==> config.mk <==
export PLATFORM = sky130hd
export DESIGN_NAME = alu_core
export DESIGN_NICKNAME = d
export VERILOG_FILES = /design/src/logic/alu_pkg.sv /design/src/logic/alu_core.sv /design/src/logic/alu_writeback.sv /design/src/logic/mul_div_unit.sv /design/src/logic/single_operand_unit.sv /design/src/logic/shift_rotate_unit.sv /design/src/logic/arith_logic_unit.sv
export SDC_FILE = /design/constraint.sdc
export NUM_CORES = 2
export LEC_CHECK = 0
export ABC_AREA = 0
export BUFFER_PORTS_ARGS = -buffer_cell sky130_fd_sc_hd__buf_2
export CORE_MARGIN = 5
export CORE_UTILIZATION = 25
export CTS_CLUSTER_DIAMETER = 30
export DETAILED_ROUTE_END_ITERATION = 12
export PLACE_DENSITY_LB_ADDON = 0.25
export SYNTH_ARGS = -nofsm -noshare
export SYNTH_HDL_FRONTEND = slang
export SYNTH_HIERARCHICAL = 1
export SYNTH_SLANG_ARGS = --single-unit
==> constraint.sdc <==
create_clock -name clock -period 7.05 [get_ports clock]
set_input_delay 0.3525 -clock clock [delete_from_list [all_inputs] [get_ports clock]]
set_output_delay 0.3525 -clock clock [all_outputs]
set_load 0.05 [all_outputs]
==> src/logic/alu_pkg.sv <==
package alu_pkg;

    // Datapath widths
    localparam int WORD_W    = 32;
    localparam int HALF_W    = 16;
    localparam int DIV_STEPS = 17;

    // Divider counter covers idle, wait and every step
    localparam int DIV_CNT_W = $clog2(DIV_STEPS + 2);

    typedef enum logic [4:0] {
        OP_NONE,
        OP_ADD, OP_SUB, OP_CMP, OP_AND, OP_OR, OP_EOR,
        OP_ADDX, OP_SUBX,
        OP_LSL, OP_ASL, OP_ROL, OP_ROXL,
        OP_LSR, OP_ASR, OP_ROR, OP_ROXR,
        OP_MOVE, OP_NEG, OP_NEGX, OP_NOT, OP_CLR,
        OP_SWAP, OP_EXTW, OP_EXTL, OP_CCR_LOAD,
        OP_MUL, OP_DIV
    } alu_op_t;

    typedef enum logic [1:0] {
        SIZE_B,
        SIZE_W,
        SIZE_L
    } size_t;

    typedef struct packed {
        alu_op_t op;
        size_t   size;
        logic    signed_md;
    } alu_cmd_t;

    // Same bit order as the 68000 CCR with X at bit 4 down to C at bit 0
    typedef struct packed {
        logic x;
        logic n;
        logic z;
        logic v;
        logic c;
    } ccr_t;

    typedef struct packed {
        logic              hit;
        logic              write_result;
        logic [WORD_W-1:0] value;
        ccr_t              ccr;
    } unit_out_t;

    localparam ccr_t CCR_RESET = '0;

    // Sign bit of a value at the operand size
    function automatic logic msb_at(logic [WORD_W-1:0] value, size_t size);
        case (size)
            SIZE_B:  return value[7];
            SIZE_W:  return value[HALF_W-1];
            default: return value[WORD_W-1];
        endcase
    endfunction

    // Zero test at the operand size
    function automatic logic zero_at(logic [WORD_W-1:0] value, size_t size);
        case (size)
            SIZE_B:  return value[7:0] == '0;
            SIZE_W:  return value[HALF_W-1:0] == '0;
            default: return value == '0;
        endcase
    endfunction

endpackage
==> src/logic/alu_core.sv <==
module alu_core import alu_pkg::*; (
    input  logic              clock,
    input  logic              reset_n,
    input  alu_cmd_t          cmd,
    input  logic [WORD_W-1:0] operand1,
    input  logic [WORD_W-1:0] operand2,
    output logic [WORD_W-1:0] result,
    output ccr_t              ccr,
    output logic              md_ready,
    output logic              div_trap
);

    unit_out_t alu_out;
    unit_out_t shift_out;
    unit_out_t single_out;
    unit_out_t md_out;

    // All units see the same command and operands
    arith_logic_unit u_arith (
        .cmd      (cmd),
        .operand1 (operand1),
        .operand2 (operand2),
        .ccr      (ccr),
        .unit_out (alu_out)
    );

    shift_rotate_unit u_shift (
        .cmd      (cmd),
        .operand1 (operand1),
        .ccr      (ccr),
        .unit_out (shift_out)
    );

    single_operand_unit u_single (
        .cmd      (cmd),
        .operand1 (operand1),
        .ccr      (ccr),
        .unit_out (single_out)
    );

    mul_div_unit u_mul_div (
        .clock    (clock),
        .reset_n  (reset_n),
        .cmd      (cmd),
        .operand1 (operand1),
        .operand2 (operand2),
        .ccr      (ccr),
        .unit_out (md_out),
        .md_ready (md_ready),
        .div_trap (div_trap)
    );

    // Result and CCR registers live here
    alu_writeback u_writeback (
        .clock      (clock),
        .reset_n    (reset_n),
        .alu_out    (alu_out),
        .shift_out  (shift_out),
        .single_out (single_out),
        .md_out     (md_out),
        .result     (result),
        .ccr        (ccr)
    );

endmodule

==> src/logic/alu_writeback.sv <==
module alu_writeback import alu_pkg::*; (
    input  logic              clock,
    input  logic              reset_n,
    input  unit_out_t         alu_out,
    input  unit_out_t         shift_out,
    input  unit_out_t         single_out,
    input  unit_out_t         md_out,
    output logic [WORD_W-1:0] result,
    output ccr_t              ccr
);

    unit_out_t units [0:3];
    unit_out_t sel;

    assign units = '{alu_out, shift_out, single_out, md_out};

    // At most one unit claims, so OR of the claimed outputs is the selection
    always_comb begin
        sel = '0;
        for (int i = 0; i < 4; i++) begin
            if (units[i].hit) begin
                sel = sel | units[i];
            end
        end
    end

    always_ff @(posedge clock or negedge reset_n) begin
        if (!reset_n) begin
            result <= '0;
            ccr    <= CCR_RESET;
        end else if (sel.hit) begin
            ccr <= sel.ccr;
            // CMP and CCR load leave the result alone
            if (sel.write_result) begin
                result <= sel.value;
            end
        end
    end

endmodule

==> src/logic/mul_div_unit.sv <==
module mul_div_unit import alu_pkg::*; (
    input  logic              clock,
    input  logic              reset_n,
    input  alu_cmd_t          cmd,
    input  logic [WORD_W-1:0] operand1,
    input  logic [WORD_W-1:0] operand2,
    input  ccr_t              ccr,
    output unit_out_t         unit_out,
    output logic              md_ready,
    output logic              div_trap
);

    logic signed [HALF_W:0]     mul_a;
    logic signed [HALF_W:0]     mul_b;
    logic signed [2*HALF_W+1:0] product;

    logic [DIV_CNT_W-1:0] div_count;
    logic [WORD_W-1:0]    dividend;
    logic [WORD_W-1:0]    divisor;
    logic [HALF_W:0]      quotient;
    logic [WORD_W:0]      div_diff;
    logic                 is_mul;
    logic                 is_div;
    logic                 dividend_neg;
    logic                 divisor_neg;
    logic                 quotient_neg;
    logic                 div_zero;
    logic                 div_load;
    logic                 div_done;
    logic                 div_overflow;
    logic [HALF_W-1:0]    div_quotient;
    logic [HALF_W-1:0]    div_remainder;

    assign is_mul = cmd.op == OP_MUL;
    assign is_div = cmd.op == OP_DIV;

    // 17-bit operands cover both signed and unsigned halves
    assign mul_a   = {operand1[HALF_W-1] & cmd.signed_md, operand1[HALF_W-1:0]};
    assign mul_b   = {operand2[HALF_W-1] & cmd.signed_md, operand2[HALF_W-1:0]};
    assign product = mul_a * mul_b;

    // Count of 0 is idle, 1 is waiting for the result read
    assign div_zero = is_div && div_count == '0 && operand2[HALF_W-1:0] == '0;
    assign div_load = is_div && div_count == '0 && !div_zero;
    assign div_done = is_div && div_count == 1;
    assign md_ready = div_count <= 1;

    assign dividend_neg = cmd.signed_md & operand1[WORD_W-1];
    assign divisor_neg  = cmd.signed_md & operand2[HALF_W-1];
    assign quotient_neg = dividend_neg ^ divisor_neg;

    assign div_diff = {1'b0, dividend} - {1'b0, divisor};

    always_ff @(posedge clock or negedge reset_n) begin
        if (!reset_n) begin
            div_count <= '0;
        end else if (div_load) begin
            div_count <= DIV_CNT_W'(DIV_STEPS + 1);
        end else if (div_count > 1) begin
            div_count <= div_count - 1'b1;
        end else if (div_done) begin
            div_count <= '0;
        end
    end

    // Restoring division on magnitudes
    always_ff @(posedge clock) begin
        if (div_load) begin
            quotient <= '0;
            dividend <= dividend_neg ? -operand1 : operand1;
            divisor  <= {divisor_neg ? -operand2[HALF_W-1:0] : operand2[HALF_W-1:0],
                         {HALF_W{1'b0}}};
        end else if (div_count > 1) begin
            if (!div_diff[WORD_W]) begin
                dividend <= div_diff[WORD_W-1:0];
                quotient <= {quotient[HALF_W-1:0], 1'b1};
            end else begin
                quotient <= {quotient[HALF_W-1:0], 1'b0};
            end
            divisor <= divisor >> 1;
        end
    end

    // Signed quotient must stay within -32768 to 32767
    assign div_overflow = quotient[HALF_W] ||
        (cmd.signed_md && ((!quotient_neg && quotient[HALF_W-1]) ||
        (quotient_neg && quotient[HALF_W-1:0] > HALF_W'(1 << (HALF_W - 1)))));

    assign div_quotient  = quotient_neg ? -quotient[HALF_W-1:0] : quotient[HALF_W-1:0];
    assign div_remainder = dividend_neg ? -dividend[HALF_W-1:0] : dividend[HALF_W-1:0];

    always_ff @(posedge clock or negedge reset_n) begin
        if (!reset_n) begin
            div_trap <= 1'b0;
        end else if (div_zero || (div_done && div_overflow)) begin
            div_trap <= 1'b1;
        end else if (is_mul || div_done) begin
            div_trap <= 1'b0;
        end
    end

    always_comb begin
        unit_out.hit          = is_mul || div_zero || div_done;
        unit_out.write_result = is_mul || (div_done && !div_overflow);
        unit_out.value        = is_mul ? product[WORD_W-1:0] : {div_remainder, div_quotient};
        unit_out.ccr.x        = ccr.x;
        unit_out.ccr.c        = 1'b0;
        if (is_mul) begin
            unit_out.ccr.n = product[WORD_W-1];
            unit_out.ccr.z = product[WORD_W-1:0] == '0;
            unit_out.ccr.v = 1'b0;
        end else if (div_done && !div_overflow) begin
            unit_out.ccr.n = div_quotient[HALF_W-1];
            unit_out.ccr.z = div_quotient == '0;
            unit_out.ccr.v = 1'b0;
        end else if (div_done) begin
            // Overflow reports V and N
            unit_out.ccr.n = 1'b1;
            unit_out.ccr.z = 1'b0;
            unit_out.ccr.v = 1'b1;
        end else begin
            unit_out.ccr.n = 1'b0;
            unit_out.ccr.z = 1'b0;
            unit_out.ccr.v = 1'b0;
        end
    end

endmodule

==> src/logic/single_operand_unit.sv <==
module single_operand_unit import alu_pkg::*; (
    input  alu_cmd_t          cmd,
    input  logic [WORD_W-1:0] operand1,
    input  ccr_t              ccr,
    output unit_out_t         unit_out
);

    logic              hit;
    logic              is_neg;
    size_t             flag_size;
    logic [WORD_W-1:0] res;
    logic              dm;
    logic              rm;
    logic              zero;

    always_comb begin
        hit       = 1'b1;
        flag_size = cmd.size;
        case (cmd.op)
            OP_MOVE, OP_CCR_LOAD: res = operand1;
            OP_NEG:               res = -operand1;
            OP_NEGX:              res = -operand1 - WORD_W'(ccr.x);
            OP_NOT:               res = ~operand1;
            OP_CLR:               res = '0;
            OP_SWAP: begin
                res       = {operand1[HALF_W-1:0], operand1[WORD_W-1:HALF_W]};
                flag_size = SIZE_L;
            end
            OP_EXTW: begin
                res       = {operand1[WORD_W-1:HALF_W], {8{operand1[7]}}, operand1[7:0]};
                flag_size = SIZE_W;
            end
            OP_EXTL: begin
                res       = {{HALF_W{operand1[HALF_W-1]}}, operand1[HALF_W-1:0]};
                flag_size = SIZE_L;
            end
            default: begin
                hit = 1'b0;
                res = '0;
            end
        endcase
    end

    assign is_neg = cmd.op inside {OP_NEG, OP_NEGX};
    assign dm     = msb_at(operand1, flag_size);
    assign rm     = msb_at(res, flag_size);
    assign zero   = zero_at(res, flag_size);

    always_comb begin
        unit_out.hit          = hit;
        unit_out.write_result = cmd.op != OP_CCR_LOAD;
        unit_out.value        = res;
        if (cmd.op == OP_CCR_LOAD) begin
            unit_out.ccr = ccr_t'(operand1[$bits(ccr_t)-1:0]);
        end else begin
            // Borrow out of zero whenever either sign bit is set
            unit_out.ccr.x = is_neg ? (dm | rm) : ccr.x;
            unit_out.ccr.n = rm;
            unit_out.ccr.z = (cmd.op == OP_NEGX) ? (ccr.z & zero) : zero;
            unit_out.ccr.v = is_neg & dm & rm;
            unit_out.ccr.c = is_neg & (dm | rm);
        end
    end

endmodule

==> src/logic/shift_rotate_unit.sv <==
module shift_rotate_unit import alu_pkg::*; (
    input  alu_cmd_t          cmd,
    input  logic [WORD_W-1:0] operand1,
    input  ccr_t              ccr,
    output unit_out_t         unit_out
);

    logic              hit;
    logic              left;
    logic              dm;
    logic              fill;
    logic              out_bit;
    logic [WORD_W-1:0] res;
    logic              rm;

    assign left = cmd.op inside {OP_LSL, OP_ASL, OP_ROL, OP_ROXL};
    assign hit  = left || (cmd.op inside {OP_LSR, OP_ASR, OP_ROR, OP_ROXR});
    assign dm   = msb_at(operand1, cmd.size);

    // Bit entering the vacated position
    always_comb begin
        case (cmd.op)
            OP_ROL, OP_ASR:   fill = dm;
            OP_ROR:           fill = operand1[0];
            OP_ROXL, OP_ROXR: fill = ccr.x;
            default:          fill = 1'b0;
        endcase
    end

    always_comb begin
        if (left) begin
            res = {operand1[WORD_W-2:0], fill};
        end else begin
            res = operand1 >> 1;
            res[WORD_W-1] = fill;
            // Right steps also fill at the size's top bit
            if (cmd.size == SIZE_W) begin
                res[HALF_W-1] = fill;
            end
            if (cmd.size == SIZE_B) begin
                res[7] = fill;
            end
        end
    end

    assign out_bit = left ? dm : operand1[0];
    assign rm      = msb_at(res, cmd.size);

    always_comb begin
        unit_out.hit          = hit;
        unit_out.write_result = 1'b1;
        unit_out.value        = res;
        unit_out.ccr.x = (cmd.op inside {OP_ROL, OP_ROR}) ? ccr.x : out_bit;
        unit_out.ccr.n = rm;
        unit_out.ccr.z = zero_at(res, cmd.size);
        // Sign change on this step only
        unit_out.ccr.v = (cmd.op == OP_ASL) && (rm != dm);
        unit_out.ccr.c = out_bit;
    end

endmodule

==> src/logic/arith_logic_unit.sv <==
module arith_logic_unit import alu_pkg::*; (
    input  alu_cmd_t          cmd,
    input  logic [WORD_W-1:0] operand1,
    input  logic [WORD_W-1:0] operand2,
    input  ccr_t              ccr,
    output unit_out_t         unit_out
);

    logic              hit;
    logic              is_add;
    logic              is_sub;
    logic              extend;
    logic [WORD_W-1:0] res;
    logic              sm;
    logic              dm;
    logic              rm;
    logic              zero;
    logic              carry;
    logic              overflow;

    // operand1 is the destination, operand2 the source
    always_comb begin
        hit = 1'b1;
        case (cmd.op)
            OP_ADD:         res = operand1 + operand2;
            OP_ADDX:        res = operand1 + operand2 + WORD_W'(ccr.x);
            OP_SUB, OP_CMP: res = operand1 - operand2;
            OP_SUBX:        res = operand1 - operand2 - WORD_W'(ccr.x);
            OP_AND:         res = operand1 & operand2;
            OP_OR:          res = operand1 | operand2;
            OP_EOR:         res = operand1 ^ operand2;
            default: begin
                hit = 1'b0;
                res = '0;
            end
        endcase
    end

    assign is_add = cmd.op inside {OP_ADD, OP_ADDX};
    assign is_sub = cmd.op inside {OP_SUB, OP_SUBX, OP_CMP};
    assign extend = cmd.op inside {OP_ADDX, OP_SUBX};

    // Sign bits at the operand size
    assign sm   = msb_at(operand2, cmd.size);
    assign dm   = msb_at(operand1, cmd.size);
    assign rm   = msb_at(res, cmd.size);
    assign zero = zero_at(res, cmd.size);

    always_comb begin
        if (is_add) begin
            carry    = (sm & dm) | (~rm & dm) | (sm & ~rm);
            overflow = (sm & dm & ~rm) | (~sm & ~dm & rm);
        end else if (is_sub) begin
            carry    = (sm & ~dm) | (rm & ~dm) | (sm & rm);
            overflow = (~sm & dm & ~rm) | (sm & ~dm & rm);
        end else begin
            carry    = 1'b0;
            overflow = 1'b0;
        end
    end

    always_comb begin
        unit_out.hit          = hit;
        unit_out.write_result = cmd.op != OP_CMP;
        unit_out.value        = res;
        // CMP and the logic group keep X
        unit_out.ccr.x = ((is_add || is_sub) && cmd.op != OP_CMP) ? carry : ccr.x;
        unit_out.ccr.n = rm;
        // Extended forms only ever clear Z
        unit_out.ccr.z = extend ? (ccr.z & zero) : zero;
        unit_out.ccr.v = overflow;
        unit_out.ccr.c = carry;
    end

endmodule

### After elaboration in Yosys (flattened, before gate mapping)

Index checks and enable logic that the tools add are counted.

* register bits after elaboration: 124
* output and inout bits: 39
* word-level logic and storage cells: 208

* add/subtract/negate cells: 11
* multipliers: 1
* magnitude comparators: 3
* eq/ne operators: 34
* mux-type cells: 52
* bitwise gates (word level): 38
* reduce and logical (&&, ||, !) cells: 57

Operators with widths (count)
* one-hot mux 32 bit (7 select lines): 2
* two-way mux 32 bit: 8
* two-way mux 39 bit: 4
* logical NOT 32 bit: 4
* OR 39 bit: 3
* logical NOT 16 bit: 5
* subtractor 32 x 1 -> 32 bit: 2
* equality test 5 bit, second input constant: 12
* two-way mux 16 bit: 3
* negation 16 bit: 3
* equality test 5 x 4 -> 1 bit, second input constant: 8
* subtractor 32 x 32 -> 33 bit: 1
* adder 32 x 1 -> 32 bit: 1
* adder 32 bit: 1
* bitwise AND 32 bit: 1
* multiplier 17 x 17 -> 32 bit: 1
* negation 32 bit: 1
* inverter 32 bit: 1
* OR 32 bit: 1
* subtractor 32 bit: 1
* XOR 32 bit: 1
* logical NOT 8 bit: 3
* bitwise AND 1 bit: 20
* equality test 5 x 3 -> 1 bit, second input constant: 4
* 32 further kinds: 105

### Logic depth before layout (Yosys ltp)

* word-level depth: 18
* mapped depth: 29

### Hierarchy

Netlist, hierarchy kept.

Modules (own cells, without submodules)
* mul_div_unit: times used 1, cells an instance 2068, area an instance 17570.6 um^2, sequential area each 2252.2 um^2
* arith_logic_unit: times used 1, cells an instance 1305, area an instance 8873.5 um^2, sequential area each 0.0 um^2
* single_operand_unit: times used 1, cells an instance 476, area an instance 3001.6 um^2, sequential area each 0.0 um^2
* alu_writeback: times used 1, cells an instance 209, area an instance 2184.6 um^2, sequential area each 925.9 um^2
* shift_rotate_unit: times used 1, cells an instance 177, area an instance 915.9 um^2, sequential area each 0.0 um^2

### Worst setup path before layout

Ideal clock, no wire load.

* path type: in2reg
* from: input port operand2[15]
* to: register u_writeback/ccr[2] (netlist name)
* library setup time: 0.082 ns
* data arrival time: 6.917 ns
* data required time: 6.968 ns
* slack: 0.051 ns
* cell stages on the path: 28
* buffers on the path: 4
* path through: clkbuf_1 > nand2_1 > inv_1 > clkbuf_1 > buf_1 > nand2_1 > fa_1 > fa_1 > inv_1 > fa_1 > inv_1 > fa_1 > fa_1 > fa_1 > inv_1 > ha_1 > clkbuf_1 > and2_1 > a221o_1 > a31o_2 > a21boi_0 > xnor2_1 > nand4b_1 > nor4_1 > nand4_1 > o41ai_2 > a22oi_1 > a31oi_1

RTL lines
* start, declared: line alu_core.sv:6 `input logic [WORD_W-1:0] operand2,`

==> results.txt <==
----------------------------------------------------
[Floorplan]
  Die span in y ... 371 um
  Site row count ... 132
  Die area ... 138000 sq um
  Die span in x ... 371 um
  Core outline area ... 129000 sq um
  Effective utilization at floorplan ... 25.1%
  Number of top-level design ports ... 113

[Drt]
  DR WL met3 ... 9630 um
  Avg WL per Cell ... 23.4 um
  Drt first pass iters ... 6
  Final wirelength ... 142000 um
  Final ANT Viol Nets ... 0
  Vias per Instance ... 5.34
  Post-Route M1 WL ... 63500 um
  WL met2 ... 64900 um
  Top routing layer in use ... met5
  Detailed Route Iter0 Violations ... 3125
  Drt drc ... 0
  Number of vias in the routed layout ... 32500

[Synth]
  Flip-flop cell with the highest count after synthesis ... edfxtp_1
  Number of instances in the synthesized netlist ... 4235
  Share of cell area taken by muxes after synthesis ... 2.93%
  Synth Area in Compound Gates ... 21.0%
  Share of synthesized area occupied by flip-flops and latches ... 9.76%
  Average footprint of a synthesized cell ... 7.69 sq um
  Async set-or-reset flop fraction in the synthesized netlist ... 34.7%
  Xor/xnor share of the synthesized area ... 7.02%
  Combinational family with the most area after synthesis ... adder cells
  Library cell with the highest instance count after synthesis ... nand2_1
  Count of flip-flops with a built-in enable after synthesis ... 48
  Netlist area before placement ... 32500 sq um
  Post-synthesis share of cell area spent on full adders, half adders and majority gates ... 26.2%
  Post-Syn Nets ... 4820
  Top cells by count, synth ... nand2_1, inv_1, nor2_1
  Warning count from the yosys run ... 6
  Top cell type by total area after synthesis ... fa_1
  Proportion of netlist area held by the largest area contributor ... 17.5%
  Yosys cell types ... 136
  #FFs+latches synth ... 124
  Post-synthesis share of cell area spent on and, or, nand and nor gates ... 24.7%
  Leading post-synthesis cells by cell area ... fa_1, ha_1, nand2_1

[Global routing]
  Global-route usage over all layers ... 20.0%
  Antenna violations before repair ... 16
  First-pass GRT wire length ... 208000 um
  Vias in the first global route ... 31700
  Largest net degree at the start of global routing ... 44
  Sum of overflow across all layers after global routing ... 0

[Outcome]
  Run status ... finished, final reports clean

[Final layout]
  Layout net count ... 4913
  Post-route core utilization ... 28.2%
  Layout cell share with drive strength beyond 1 ... 12.3%
  Layout area overhead ... 12.4%

[Clock tree]
  Root buffer cell ... clkbuf_16
  Skew-Pair Late Insertion Delay ... 440 ps
  Clock input transition at the sequential cells of the worst setup and hold paths ... 60 ps
  CTS tree ... built
  Clock Sinks ... 124
  TritonCTS buffer count ... 17
  CTS HTree Levels ... 4
  Max Root-Sink Buffers ... 2

[STA]
  Worst-Margin Slew ... 1080 ps
  Final number of setup-violating endpoints ... 0
  Relative slew margins ... 27.9%
  Minimum clock period after layout ... 6720 ps
  Skew final ... 12.1 ps
  Final hold viol count ... 0
  Ratio of final minimum period to clock period ... 95.4%
  Max Slew Vio Count ... 0
  Unrepaired setup endpoints after global routing ... false
  Achievable Freq ... 149 MHz

[Worst setup path]
  Type of the worst setup path ... primary input to flip-flop
  Crit start category ... primary input
  Required time worst endpoint ... 7360 ps
  Worst path cell trace ... buf_2 > buf_4 > nand2_1 > fa_1 > fa_1 > fa_1 > fa_1 > fa_1 > fa_1 > inv_1 > ha_1 > and4_1 > a21o_1 > a311o_1 > o21ai_1 > a31oi_1 > a21oi_1 > o21ai_0 > a21oi_1 > xnor2_1 > mux2_2 > a22oi_1 > nand2_1 > mux2_4
  Worst-path cell with the longest stage delay ... fa_1
  Type of element capturing the critical path ... flip-flop
  Kind of cell with the highest combined delay on the critical path ... adder cells
  Critical path arrival ... 7040 ps
  Maximum fanout along the worst path ... 15
  CP max stage delay ... 580 ps
  Cell mode on critical path ... fa_1
  Crit path buf inv count ... 3

[Placement]
  Port Buffers ... 112
  Routability-driven placement congestion ratio ... 0.922
  Half-perimeter wire length of the detailed placement result ... 113000 um

[Pwr]
  Leakage dissipation ... 0.0152 uW
  Total power ... 17000 uW
  Peak ir drop on the vdd network ... 602 uV
  Total power divided by cell area ... 464 nW/um^2

[Hold path]
  Classification of the worst-slack hold path ... primary input to asynchronous set/reset pin

[Flow run]
  Maxcap violations ... 0

----------------------------------------------------
==> layout by cell type, fill, tap and decap left out, types with 43 or more instances in the layout <==
| cell | Yosys | layout |
|---|---|---|
| mux2i_1 | 45 | 45 |
| nor2_1 | 287 | 284 |
| buf_4 | 15 | 236 |
| and2_1 | 181 | 181 |
| dfrtp_1 | 43 | 43 |
| a22oi_1 | 84 | 84 |
| o211ai_1 | 45 | 45 |
| o21ai_0 | 183 | 180 |
| inv_1 | 396 | 396 |
| a21oi_1 | 228 | 227 |
| a21o_1 | 53 | 53 |
| nand2_1 | 537 | 537 |
| and3_1 | 43 | 43 |
| xor2_1 | 96 | 96 |
| fa_1 | 285 | 285 |
| nor4_1 | 49 | 49 |
| ha_1 | 226 | 226 |
| edfxtp_1 | 48 | 48 |
| buf_2 | 48 | 107 |
| nand3_1 | 92 | 92 |
| nand4_1 | 44 | 44 |
| xnor2_1 | 163 | 163 |
| nor3_1 | 97 | 95 |
==> worst reg2reg max path, stage by stage (launching register included) <==
cell and delay [ps]:
dfrtp_1 720, ha_1 290, ha_1 240, mux4_2 480, a211o_1 380, or4_1 530, or4_1 470, nor3_2 250
or4b_1 450, or4_1 420, nor4_1 260, a31o_1 270, a22oi_1 130, buf_4 190, a31oi_1 160
==> cells by family after synthesis <==
logic type,Yosys count
buffers and inverters,674
AND/OR/NAND/NOR,1580
flip-flops,124
AO/OA/AOI/OAI,998
adder cells (fa/ha/maj),511
multiplexers,86
XOR/XNOR,260
other,2
==> cell type report <==
| type | instances | area (sq um) |
|---|---|---|
| Antenna cell | 7 | 17.5 |
| Sequential cell | 124 | 3180 |
| Multi-Input combinational cell | 3437 | 26700 |
| Fill cell | 14300 | 92900 |
| Timing Repair Buffer | 349 | 2390 |
| Inverter | 399 | 1500 |
| Clock inverter | 9 | 68.8 |
| Clock buffer | 23 | 532 |
| Tap cell | 1742 | 2180 |
==> per-layer routing <==
metal,track usage (%),vias up
li1,-,14900
met1,27.4,16200
met2,32.7,1211
met3,2.79,181
met4,5.51,8
met5,0,-
==> sequential cells by signal, indices dropped and copies added (netlist names) <==
| register | flops |
|---|---|
| u_mul_div/div_trap | 1 |
| u_mul_div/dividend | 32 |
| u_writeback/ccr | 5 |
| u_writeback/result | 32 |
| u_mul_div/divisor | 32 |
| u_mul_div/div_count | 5 |
| u_mul_div/quotient | 17 |
==> stage by stage <==
| stage | setup TNS [ps] | instances | cell area, sq um | setup slack [ps] | hold slack (ps) |
|---|---|---|---|---|---|
| floorplan | 0 | 4235 | 32500 | 51.1 | 56.9 |
| global placement | -258 | 6051 | 35900 | -134 | 443 |
| detailed placement | -501 | 6051 | 35900 | -236 | 447 |
| CTS | 0 | 6083 | 36500 | 227 | 32.9 |
| global route | 0 | 6084 | 36600 | 43.3 | 59.3 |
| finish | 0 | 6090 | 36600 | 326 | 29.8 |
==> repair_timing <==
| action | in CTS | in global routing |
|---|---|---|
| setup endpoints to repair | 0 | 3 |
| gates resized for setup | 0 | 4 |
| buffers inserted | 0 | 0 |
| hold buffers | 0 | 0 |
==> final timing paths <==
path / from / slack (ps) / end / cells after the start
worst max-delay path: operand1[8] / 330 / u_writeback/result[25]$_DFFE_PN0P_ / 24
worst min register to register: u_mul_div/quotient[16]$_SDFFE_PP0N_ / 460 / u_mul_div/quotient[16]$_SDFFE_PP0N_ / 2
max in group asynchronous: reset_n / 6510 / u_mul_div/div_count[3]$_DFFE_PN0P_ / 2
min in group clock: u_mul_div/quotient[16]$_SDFFE_PP0N_ / 460 / u_mul_div/quotient[16]$_SDFFE_PP0N_ / 2
worst max register to register: u_writeback/ccr[4]$_DFFE_PN0P_ / 1760 / u_writeback/ccr[2]$_DFFE_PN0P_ / 14
worst min-delay path: reset_n / 30 / u_writeback/result[15]$_DFFE_PN0P_ / 2
==> power by group <==
part           internal [uW]  leakage (uW)  total (uW)  switching (uW)
combinational           6230        0.0136       14500            8230
sequential              1240       0.00132        1600             361
clock                    535      0.000296         906             370
No activity file was read; power rests on OpenSTA's default activity.
